$ cat src/rtl/rp_analog_pkg.sv
// Shared definitions for the analog datapath
//   Sample and DAC code widths
//   Raw ADC word, internal sample and DAC code types
//   Default averaging window for DAC channel B

`default_nettype none

package rp_analog_pkg;

  ////////////////////////////////////////////////////////////////////////////
  // Widths
  ////////////////////////////////////////////////////////////////////////////

  // Converter delivers 16 bits, the two LSBs are reserved
  localparam int ADC_IN_W = 16;

  // Processed sample and DAC code width
  localparam int SMP_W = 14;

  ////////////////////////////////////////////////////////////////////////////
  // Averaging
  ////////////////////////////////////////////////////////////////////////////

  localparam int AVG_LOG2_DEF = 6;  // 64 sample window

  ////////////////////////////////////////////////////////////////////////////
  // Types
  ////////////////////////////////////////////////////////////////////////////

  // Raw word straight from the ADC pins
  typedef logic [ADC_IN_W-1:0] adc_raw_t;

  // Two's complement stream sample
  typedef logic signed [SMP_W-1:0] sample_t;

  // Negative-slope offset code for the DAC
  typedef logic [SMP_W-1:0] dac_code_t;

endpackage : rp_analog_pkg

`default_nettype wire
$ cat src/rtl/rp_analog_top.sv
// Analog datapath top level
//   ADC front end with digital-loop select
//   Generator and controller mixer with saturation
//   DAC output stage with moving average on channel B

`default_nettype none
`timescale 1ns/1ns

module rp_analog_top
  import rp_analog_pkg::*;
#(
  parameter int AVG_LOG2 = AVG_LOG2_DEF  // DAC B window, log2
) (
  // Clock and reset
  input  logic      adc_clk,         // ADC clock
  input  logic      adc_rstn,        // Sync reset, active low
  // ADC pins
  input  adc_raw_t  adc_a_i,         // Raw ADC channel A
  input  adc_raw_t  adc_b_i,         // Raw ADC channel B
  // Configuration
  input  logic      digital_loop_i,  // Feed DAC samples to ADC stream
  // Generator and controller streams
  input  sample_t   asg_a_i,         // Generator A
  input  sample_t   asg_b_i,         // Generator B
  input  sample_t   pid_a_i,         // Controller A
  input  sample_t   pid_b_i,         // Controller B
  // ADC sample streams
  output sample_t   adc_a_o,         // To scope and controller
  output sample_t   adc_b_o,
  // DAC codes
  output dac_code_t dac_a_o,         // DAC channel A
  output dac_code_t dac_b_o          // DAC channel B, averaged A
);

  ////////////////////////////////////////////////////////////////////////////
  // Local signals
  ////////////////////////////////////////////////////////////////////////////

  sample_t mix_a;  // Saturated sum A
  sample_t mix_b;  // Saturated sum B, loop only

  ////////////////////////////////////////////////////////////////////////////
  // ADC front end
  ////////////////////////////////////////////////////////////////////////////

  rp_adc_frontend u_frontend (
    .adc_clk        (adc_clk),
    .adc_rstn       (adc_rstn),
    .adc_a_i        (adc_a_i),
    .adc_b_i        (adc_b_i),
    .digital_loop_i (digital_loop_i),
    .loop_a_i       (mix_a),   // Loop takes the mixer sums
    .loop_b_i       (mix_b),
    .adc_a_o        (adc_a_o),
    .adc_b_o        (adc_b_o)
  );

  ////////////////////////////////////////////////////////////////////////////
  // Mixer
  ////////////////////////////////////////////////////////////////////////////

  // Combinational, no register between mixer and loop
  rp_dac_mixer u_mixer (
    .asg_a_i (asg_a_i),
    .asg_b_i (asg_b_i),
    .pid_a_i (pid_a_i),
    .pid_b_i (pid_b_i),
    .dac_a_o (mix_a),
    .dac_b_o (mix_b)
  );

  ////////////////////////////////////////////////////////////////////////////
  // DAC output
  ////////////////////////////////////////////////////////////////////////////

  // Only mixer A reaches the DAC pins
  rp_dac_output #(
    .AVG_LOG2 (AVG_LOG2)
  ) u_dac_out (
    .adc_clk  (adc_clk),
    .adc_rstn (adc_rstn),
    .dac_a_i  (mix_a),
    .dac_a_o  (dac_a_o),
    .dac_b_o  (dac_b_o)
  );

endmodule : rp_analog_top

`default_nettype wire

$ cat src/rtl/rp_dac_output.sv
// DAC output stage
//   Signed sample to negative-slope offset code
//   Output register for DAC channel A
//   Moving average of channel A driving DAC channel B

`default_nettype none
`timescale 1ns/1ns

module rp_dac_output
  import rp_analog_pkg::*;
#(
  parameter int AVG_LOG2 = AVG_LOG2_DEF  // Averaging window, log2
) (
  input  logic      adc_clk,   // ADC clock
  input  logic      adc_rstn,  // Sync reset, active low
  input  sample_t   dac_a_i,   // Saturated mixer sum A
  output dac_code_t dac_a_o,   // DAC channel A code
  output dac_code_t dac_b_o    // DAC channel B, averaged A
);

  dac_code_t code_a;  // Unregistered channel A code

  ////////////////////////////////////////////////////////////////////////////
  // Channel A
  ////////////////////////////////////////////////////////////////////////////

  // Sign kept, magnitude bits inverted for the negative slope
  assign code_a = {dac_a_i[SMP_W-1], ~dac_a_i[SMP_W-2:0]};

  always_ff @(posedge adc_clk) begin
    if (!adc_rstn) begin
      dac_a_o <= '0;
    end else begin
      dac_a_o <= code_a;
    end
  end

  ////////////////////////////////////////////////////////////////////////////
  // Channel B
  ////////////////////////////////////////////////////////////////////////////

  // Same code as A, smoothed over the window
  rp_moving_avg #(
    .AVG_LOG2 (AVG_LOG2)
  ) u_moving_avg (
    .adc_clk  (adc_clk),
    .adc_rstn (adc_rstn),
    .code_i   (code_a),
    .avg_o    (dac_b_o)  // Registered inside the averager
  );

endmodule : rp_dac_output

`default_nettype wire

$ cat src/rtl/rp_moving_avg.sv
// Moving average for DAC channel B
//   Ring buffer of the last 2**AVG_LOG2 codes
//   Wrapping write index
//   Running sum and registered scaled output

`default_nettype none
`timescale 1ns/1ns

module rp_moving_avg
  import rp_analog_pkg::*;
#(
  parameter int AVG_LOG2 = AVG_LOG2_DEF  // Window is 2**AVG_LOG2 codes
) (
  input  logic      adc_clk,   // ADC clock
  input  logic      adc_rstn,  // Sync reset, active low
  input  dac_code_t code_i,    // New code every cycle
  output dac_code_t avg_o      // Window mean
);

  localparam int DEPTH = 2**AVG_LOG2;
  localparam int SUM_W = SMP_W + AVG_LOG2;  // Full window fits without wrap

  ////////////////////////////////////////////////////////////////////////////
  // State
  ////////////////////////////////////////////////////////////////////////////

  dac_code_t           ring_q [DEPTH];  // Window history
  logic [AVG_LOG2-1:0] wr_idx_q;        // Slot of the oldest code
  logic [SUM_W-1:0]    sum_q;           // Sum over the window
  logic [SUM_W-1:0]    sum_nxt;
  dac_code_t           oldest;

  // Entry about to be overwritten leaves the window
  assign oldest = ring_q[wr_idx_q];

  // New code in, oldest out
  assign sum_nxt = sum_q + SUM_W'(code_i) - SUM_W'(oldest);

  ////////////////////////////////////////////////////////////////////////////
  // Update
  ////////////////////////////////////////////////////////////////////////////

  always_ff @(posedge adc_clk) begin
    if (!adc_rstn) begin
      // Empty window counts as zeros
      for (int i = 0; i < DEPTH; i++) begin
        ring_q[i] <= '0;
      end
      wr_idx_q <= '0;
      sum_q    <= '0;
      avg_o    <= '0;
    end else begin
      ring_q[wr_idx_q] <= code_i;          // Replace oldest
      wr_idx_q         <= wr_idx_q + 1'b1;  // Wraps at DEPTH
      sum_q            <= sum_nxt;
      // Previous sum divided by the window size
      avg_o            <= sum_q[SUM_W-1:AVG_LOG2];
    end
  end

endmodule : rp_moving_avg

`default_nettype wire

$ cat src/rtl/rp_dac_mixer.sv
// DAC mixer
//   Generator plus controller sum per channel
//   Saturation of the 15-bit sum back to 14 bits

`default_nettype none
`timescale 1ns/1ns

module rp_dac_mixer
  import rp_analog_pkg::*;
(
  input  sample_t asg_a_i,  // Generator channel A
  input  sample_t asg_b_i,  // Generator channel B
  input  sample_t pid_a_i,  // Controller channel A
  input  sample_t pid_b_i,  // Controller channel B
  output sample_t dac_a_o,  // Saturated sum A
  output sample_t dac_b_o   // Saturated sum B
);

  // One extra bit so the sum never wraps
  logic signed [SMP_W:0] sum_a;
  logic signed [SMP_W:0] sum_b;

  // Clamp when the top two bits disagree
  function automatic sample_t sat_sum(input logic signed [SMP_W:0] sum);
    sample_t res;
    if (sum[SMP_W] ^ sum[SMP_W-1]) begin
      // Overflow, sign bit tells the direction
      res = sample_t'({sum[SMP_W], {(SMP_W-1){~sum[SMP_W]}}});
    end else begin
      res = sample_t'(sum[SMP_W-1:0]);
    end
    return res;
  endfunction

  ////////////////////////////////////////////////////////////////////////////
  // Sums
  ////////////////////////////////////////////////////////////////////////////

  // Operands sign extended to the sum width
  assign sum_a = (SMP_W+1)'(asg_a_i) + (SMP_W+1)'(pid_a_i);
  assign sum_b = (SMP_W+1)'(asg_b_i) + (SMP_W+1)'(pid_b_i);

  ////////////////////////////////////////////////////////////////////////////
  // Saturation
  ////////////////////////////////////////////////////////////////////////////

  assign dac_a_o = sat_sum(sum_a);  // Range -8192 .. 8191
  assign dac_b_o = sat_sum(sum_b);

endmodule : rp_dac_mixer

`default_nettype wire

$ cat src/rtl/rp_adc_frontend.sv
// ADC front end
//   Capture registers for both raw ADC words
//   Negative-slope offset code to two's complement conversion
//   Digital-loop select between ADC and mixer samples

`default_nettype none
`timescale 1ns/1ns

module rp_adc_frontend
  import rp_analog_pkg::*;
(
  input  logic     adc_clk,         // ADC clock
  input  logic     adc_rstn,        // Sync reset, active low
  input  adc_raw_t adc_a_i,         // Raw ADC channel A
  input  adc_raw_t adc_b_i,         // Raw ADC channel B
  input  logic     digital_loop_i,  // Loop DAC samples back
  input  sample_t  loop_a_i,        // Mixer sum A
  input  sample_t  loop_b_i,        // Mixer sum B
  output sample_t  adc_a_o,         // Sample stream A
  output sample_t  adc_b_o          // Sample stream B
);

  // Upper bits of each raw word only
  logic [SMP_W-1:0] raw_a_q;
  logic [SMP_W-1:0] raw_b_q;
  sample_t          smp_a;
  sample_t          smp_b;

  // Offset code to signed, MSB kept and the rest inverted
  function automatic sample_t adc_to_smp(input logic [SMP_W-1:0] raw);
    return sample_t'({raw[SMP_W-1], ~raw[SMP_W-2:0]});
  endfunction

  ////////////////////////////////////////////////////////////////////////////
  // Capture
  ////////////////////////////////////////////////////////////////////////////

  always_ff @(posedge adc_clk) begin
    if (!adc_rstn) begin
      raw_a_q <= '0;
      raw_b_q <= '0;
    end else begin
      raw_a_q <= adc_a_i[ADC_IN_W-1:ADC_IN_W-SMP_W];  // Drop reserved LSBs
      raw_b_q <= adc_b_i[ADC_IN_W-1:ADC_IN_W-SMP_W];
    end
  end

  assign smp_a = adc_to_smp(raw_a_q);
  assign smp_b = adc_to_smp(raw_b_q);

  ////////////////////////////////////////////////////////////////////////////
  // Loop select
  ////////////////////////////////////////////////////////////////////////////

  // Loop path bypasses the capture stage
  assign adc_a_o = digital_loop_i ? loop_a_i : smp_a;
  assign adc_b_o = digital_loop_i ? loop_b_i : smp_b;

endmodule : rp_adc_frontend

`default_nettype wire

$ cat config.mk
export PLATFORM = sky130hd
export DESIGN_NAME = rp_analog_top
export DESIGN_NICKNAME = d
export VERILOG_FILES = /design/src/rtl/rp_analog_pkg.sv /design/src/rtl/rp_analog_top.sv /design/src/rtl/rp_dac_output.sv /design/src/rtl/rp_moving_avg.sv /design/src/rtl/rp_dac_mixer.sv /design/src/rtl/rp_adc_frontend.sv
export SDC_FILE = /design/constraint.sdc
export NUM_CORES = 1
export LEC_CHECK = 0
export BUFFER_PORTS_ARGS = -buffer_cell sky130_fd_sc_hd__buf_2
export CAP_MARGIN = 20
export CELL_PAD_IN_SITES_DETAIL_PLACEMENT = 0
export CELL_PAD_IN_SITES_GLOBAL_PLACEMENT = 1
export CORE_MARGIN = 3
export CORE_UTILIZATION = 55
export CTS_CLUSTER_DIAMETER = 40
export DETAILED_ROUTE_END_ITERATION = 10
export GPL_ROUTABILITY_DRIVEN = 0
export MAX_ROUTING_LAYER = met4
export PLACE_DENSITY_LB_ADDON = 0.15
export REMOVE_ABC_BUFFERS = 1
export SLEW_MARGIN = 20
export SYNTH_ARGS = -nofsm -noshare
export SYNTH_HDL_FRONTEND = slang
export SYNTH_SLANG_ARGS = --single-unit
$ cat constraint.sdc
create_clock -name adc_clk -period 18 [get_ports adc_clk]
set_input_delay 3.6 -clock adc_clk [delete_from_list [all_inputs] [get_ports adc_clk]]
set_output_delay 3.6 -clock adc_clk [all_outputs]
set_load 0.01 [all_outputs]
==> results.yml, run 1 <==
logic_synthesis:
  synth_area_per_cell_um2: 12.03
  ys_types: 74
  synthArstFlopShare: 0
  yosysSeqAreaShare: 0.6320
  synth_compound_area_frac: 0.1171
  synth_top_family_by_area: "compound AO/OA/AOI/OAI gates"
  synth_edf_count: 896
  synth-xor-area-share: 0.006204
  synthMuxAreaShare: 0.06819
  yosys.area.top_type_share: 0.5956
  syn_area_um2: 45170
  yosysTopAreaCell: "edfxtp_1"
  yosys.area_share.simple: 0.1131
  ys.flop_type: "edfxtp_1"
  synth_seq_cells: 978
  synthAdderAreaFrac: 0.02094
  synth_cells: 3755
  synth.area.top_cells: "edfxtp_1, nor2_1, dfxtp_1, mux4_2, a21oi_1"
  yosys_warnings: 0
place:
  port_buffers: 142
  placed_area_um2: 46680
  post-dp-hpwl_um: 88130
power_and_ir_drop:
  peakVddDrop_mv: 0.1108
  power_density_nw_per_um2: 135.3
  leakage_nw: 19.10
  power.total_mw: 6.954
drt:
  routed_wl_um: 147300
  ant_nets: 0
  wire_per_inst_um: 29.65
  drcViolationCount: 0
  initialDrtViolationCount: 4925
  vias: 32940
  first_pass_iters: 6
  vias_per_cell: 6.632
floorplan:
  die_area_um2: 85610
  die_w_um: 292.6
  core-area_um2: 80940
  rows: 104
  die_h_um: 292.6
  initial_utilization: 0.5581
  ios: 147
grt:
  gr-total-overflow: 0
  gr-usage-met2: 0.5350
  grt_pass1_vias: 32540
  grt_max_degree: 127
  grt_use_met1: 0.4441
  grt_usage: 0.3515
  grt_antenna_before_repair: 3
  top_usage_layer: "met2"
  grt_pass1_wl_um: 213900
  met3_usage: 0.09265
clocking:
  cts_setup_buffers: 0
  cts.sinks: 978
  insertion_delay_ns: 0.73
  cts_tree: "built"
  cts_resized: 0
  ctsHtreeMaxLevel: 4
  path_clk_slew_ns: 0.06
  cts_hold_buf: 0
  clk_path_buf_depth: 3
  cts_buffers: 138
  cts-root-buf: "clkbuf_16"
setup_path:
  arrival_ns: 8.31
  path_max_fanout: 33
  path_delay_family: "compound AO/OA/AOI/OAI gates"
  crit_type: "in -> out"
  crit_top_cell: "buf_2"
  startpoint_type: "input port"
  cp-end-kind: "primary output"
  slowest_delay_ns: 0.67
  required_ns: 14.40
  cp_slowest_cell: "o211ai_4"
  cp_num_buf_inv: 5
  path_cells: "buf_2, ha_1, inv_1, fa_1, nor2b_1, o21ai_1, a21boi_1, o211a_1, or2_2, nand2_1, ha_2, clkinv_1, o211ai_4, buf_4, nand4b_1, o21a_1, buf_2"
sta:
  rsz0062_at_grt: "false"
  tightest_slew_ns: 1.265
  max_freq_mhz: 83.98
  skew_ns: 0.02545
  setup_violations: 0
  finalCriticalPeriod_ns: 11.91
  setup_tns_ns: 0
  finalCritPeriodShare: 0.6616
  final-hold-violation-count: 0
  drv_slew: 0
  slew_headroom: 0.1547
final_layout:
  syn_to_final_growth_pct: 13.81
  n_fill_cell: 6255
  utilization: 0.6352
  fin_area_um2: 51410
  drive_gt1_frac: 0.1773
  most-common-layout-cells: "edfxtp_1, nor2_1, a21oi_1"
  finalNetCount: 3948
  final_common_cell: "edfxtp_1"
job:
  maxCapViolations: 0
run_status:
  status: "complete, no violations"
worst_hold_path:
  min_path_type: "reg -> reg"
==> routing by layer <==
layer  routed length, um  part of all wire  vias up
met2               68020              0.46     2250
li1                    -                 -    13960
met5                   0                 0        -
met3               18010              0.12      423
met1               53660              0.36    16310
met4                7586             0.052        0
==> final cells by class <==
cell class                 count  area [um^2]  share of cell area
inverter                      60        225.2            0.004381
timing repair buffer         262         1652             0.03213
clock inverter                95         1140             0.02217
multi-input combinational   2351        14930              0.2904
antenna                        3        7.507           0.0001460
sequential                   978        28560              0.5555
clock buffer                 158         3571             0.06946
tap                         1060         1326             0.02580
==> synth_stat cells, types with 23 or more instances <==
| library cell | count |
|---|---|
| dfxtp_1 | 82 |
| edfxtp_1 | 896 |
| a221oi_1 | 95 |
| o21ai_0 | 124 |
| a22oi_1 | 106 |
| a22o_1 | 31 |
| buf_4 | 23 |
| clkbuf_1 | 184 |
| a21oi_1 | 236 |
| nor2_1 | 869 |
| o22ai_1 | 36 |
| mux2_2 | 94 |
| nand2_1 | 129 |
| a211oi_1 | 53 |
| mux4_2 | 60 |
| inv_1 | 56 |
| buf_2 | 133 |
| nor3_1 | 63 |
| and2_1 | 42 |
| nand3_1 | 57 |
| ha_1 | 50 |
| mux2i_1 | 67 |
==> sequential cells by signal, indices dropped and copies added (netlist names) <==
signal and count:
u_dac_out.u_moving_avg.sum_q 20, u_dac_out.u_moving_avg.wr_idx_q 6, u_dac_out.u_moving_avg.avg_o 14, u_dac_out.u_moving_avg.ring_q 896, u_frontend.raw_b_q 14, u_frontend.raw_a_q 14, u_dac_out.dac_a_o 14
==> worst reg2reg max path, delay by kind of cell (launching register included) <==
family,cells,cell delay (ns)
AND/OR/NAND/NOR,4,1.16
adder cells (fa/ha/maj),2,0.84
flip-flops,1,0.93
buffers and inverters,4,1.91
XOR/XNOR,1,0.18
AO/OA/AOI/OAI,8,2.60
==> cells by family (layout without fill, tap and decap cells) <==
kind of cell / Yosys count / in the layout
compound gates: 800 / 800
fa+ha+maj: 66 / 66
buf+inv: 426 / 575
mux: 221 / 221
xor+xnor: 32 / 32
other cells: 0 / 3
simple gates: 1232 / 1232
flops: 978 / 978
==> path summary, 6_finish.rpt <==
path	startpoint	endpoint	slack [ns]	cells after the start
setup / recovery	asg_a_i[0]	adc_a_o[10]	6.09	17
hold / removal	u_dac_out.u_moving_avg.sum_q[6]	u_dac_out.u_moving_avg.avg_o[0]	0.48	2
setup reg to reg	u_dac_out.u_moving_avg.wr_idx_q[2]	u_dac_out.u_moving_avg.sum_q[17]	10.25	19
hold reg to reg	u_dac_out.u_moving_avg.sum_q[6]	u_dac_out.u_moving_avg.avg_o[0]	0.48	2
==> per-stage QoR <==
| stage | hold WS, ns | worst slack (ns) | cells |
|---|---|---|---|
| global route | 0.5019 | 5.825 | 4967 |
| global placement | 0.4608 | 6.157 | 4710 |
| CTS | 0.4825 | 6.083 | 4963 |
| floorplan | 0.4383 | 3.181 | 3389 |
| detailed placement | 0.4655 | 6.104 | 4710 |
| finish | 0.4751 | 6.092 | 4967 |
==> power breakdown <==
part	switching, mW	total [mW]	leakage (nW)	internal (mW)
Clock	1.06	2.75	2.27	1.70
Combinational	1.11	1.56	6.88	0.446
Sequential	0.0433	2.64	9.95	2.60
Total	2.21	6.95	19.1	4.74
Note: power is estimated with default switching activity, not from simulation.
==> run 2, diff against run 1 <==
- CORE_UTILIZATION: 55 -> 46
- clock period: 18 -> 10.1 ns (I/O delays scaled with it)
==> run 2 against run 1 <==
Via count is 0.12% lower. Sequential share of layout area is 0.62 points lower. Utilization is 9.9 points lower. Routed wire length is 5.2% higher. Register-to-register slack worse by 7.1 ns. Clock skew is 0.0056 ns higher. Clock power is 87% higher. Global-route usage is 4.3 points lower. Sequential power is 78% higher. Flip-flop and latch count stayed put. Cell count is 4.7% higher. Critical endpoint unchanged.
==> results.yml, run 2 (same netlist as run 1, synthesis figures left out) <==
place:
  post-dp-hpwl_um: 92700
  dp_slack_ns: 1.583
  port_buffers: 142
  placed_area_um2: 47010
  dp_cells: 4935
clocking:
  cts.sinks: 978
  cts_resized: 0
  ctsHtreeMaxLevel: 4
  cts_tree: "built"
  cts_buffers: 141
  path_clk_slew_ns: 0.05
  cts_hold_buf: 0
  cts-root-buf: "clkbuf_16"
  cts_setup_buffers: 0
  clk_path_buf_depth: 3
  insertion_delay_ns: 0.76
drt:
  initialDrtViolationCount: 4261
  drcViolationCount: 0
  vias_per_cell: 6.330
  wire_per_inst_um: 29.80
  routed_wl_um: 154900
  ant_nets: 0
  vias: 32900
  first_pass_iters: 6
final_layout:
  largest_reg_flops: 896
  stdcell_count: 5198
  most-common-layout-cells: "edfxtp_1, nor2_1, a21oi_1"
  fin_area_um2: 51990
  drive_gt1_frac: 0.1828
  top_register: "u_dac_out.u_moving_avg.ring_q"
  reg.largest.list: "u_dac_out.u_moving_avg.ring_q: 896 flops, u_dac_out.u_moving_avg.sum_q: 20 flops"
  finalNetCount: 3960
  syn_to_final_growth_pct: 15.09
  final_common_cell: "edfxtp_1"
  n_fill_cell: 8270
  utilization: 0.5360
grt:
  grt_pass1_vias: 32530
  grt_antenna_before_repair: 6
  gr-total-overflow: 0
  grt_usage: 0.3084
  grt_pass1_wl_um: 223700
  grt_max_degree: 101
sta:
  setup_tns_ns: 0
  tightest_slew_ns: 1.106
  skew_ns: 0.03108
  worst_hold_slack_ns: 0.4824
  final-hold-violation-count: 0
  rsz0062_at_grt: "false"
  drv_slew: 0
  slew_headroom: 0.2629
  finalCritPeriodShare: 0.8341
  setup_violations: 0
  max_freq_mhz: 118.7
  fin_ws_ns: 1.675
  finalCriticalPeriod_ns: 8.425
power_and_ir_drop:
  power_density_nw_per_um2: 242.5
  peakVddDrop_mv: 0.1575
  leakage_nw: 19.27
  power.total_mw: 12.61
setup_path:
  r2r_start: "u_dac_out.u_moving_avg.wr_idx_q[1]"
  path_cells: "buf_2, ha_1, inv_1, fa_1, nor2b_1, o21ai_1, a21boi_1, o211a_1, or2_2, nand2_1, ha_4, clkinv_1, buf_4, o211ai_4, buf_4, nand4b_1, o21a_1, buf_2"
  slowest_delay_ns: 0.69
  crit_type: "in -> out"
  crit_start: "asg_a_i[0]"
  required_ns: 8.08
  path_max_fanout: 46
  arrival_ns: 6.40
  startpoint_type: "input port"
  cp-end-kind: "primary output"
  cp_slowest_cell: "buf_4"
floorplan:
  die_w_um: 319.4
  ios: 147
  die_area_um2: 102000
  rows: 114
  initial_utilization: 0.4657
  die_h_um: 319.4
  core-area_um2: 96990
worst_hold_path:
  min_from: "u_dac_out.u_moving_avg.sum_q[14]"
  min_path_type: "reg -> reg"
run_status:
  status: "complete, no violations"
job:
  maxCapViolations: 0
run 2: cell types whose count changed in the layout (fill, tap and decap cells not counted), sizes merged:
cell | previous run | this run
diode | 3 | 5
clkinv | 46 | 55
clkbuf | 159 | 157
inv | 80 | 68
buf | 261 | 270
bufinv | 17 | 22
clkinvlp | 12 | 16
run 2: final cells by class:
class	count	area, um^2	area share
sequential	978	28560	0.5493
multi-input combinational	2351	14960	0.2877
clock buffer	156	3701	0.07119
timing repair buffer	271	1694	0.03259
tap	1276	1597	0.03071
clock inverter	101	1241	0.02387
inverter	60	225.2	0.004332
antenna	5	12.51	0.0002407
run 2: metal layers:
metal / up-vias / track usage / share of wire
li1: 13980 / - / -
met1: 16550 / 0.4028 / 0.39
met2: 2021 / 0.4689 / 0.47
met3: 352 / 0.06936 / 0.11
met4: 0 / 0.1251 / 0.040
met5: - / - / 0
run 2: critical path, delay by kind of cell:
kind                     cells  cell delay [ns]
AO/OA/AOI/OAI                5             1.41
adder cells (fa/ha/maj)      3             0.85
buffers and inverters        6             1.25
AND/OR/NAND/NOR              4             0.87
run 2: report_power, final:
part | leakage, nW | internal [mW] | switching [mW]
clock | 2.38 | 3.23 | 1.90
combinational | 6.94 | 0.789 | 1.97
sequential | 9.95 | 4.63 | 0.0802
run 2: path summary, 6_finish.rpt:
path         slack (ns)                                to  cells past startpoint
max                1.68                       adc_a_o[10]                     18
min                0.48   u_dac_out.u_moving_avg.avg_o[8]                      2
max reg2reg        3.13  u_dac_out.u_moving_avg.sum_q[15]                     16
min reg2reg        0.48   u_dac_out.u_moving_avg.avg_o[8]                      2
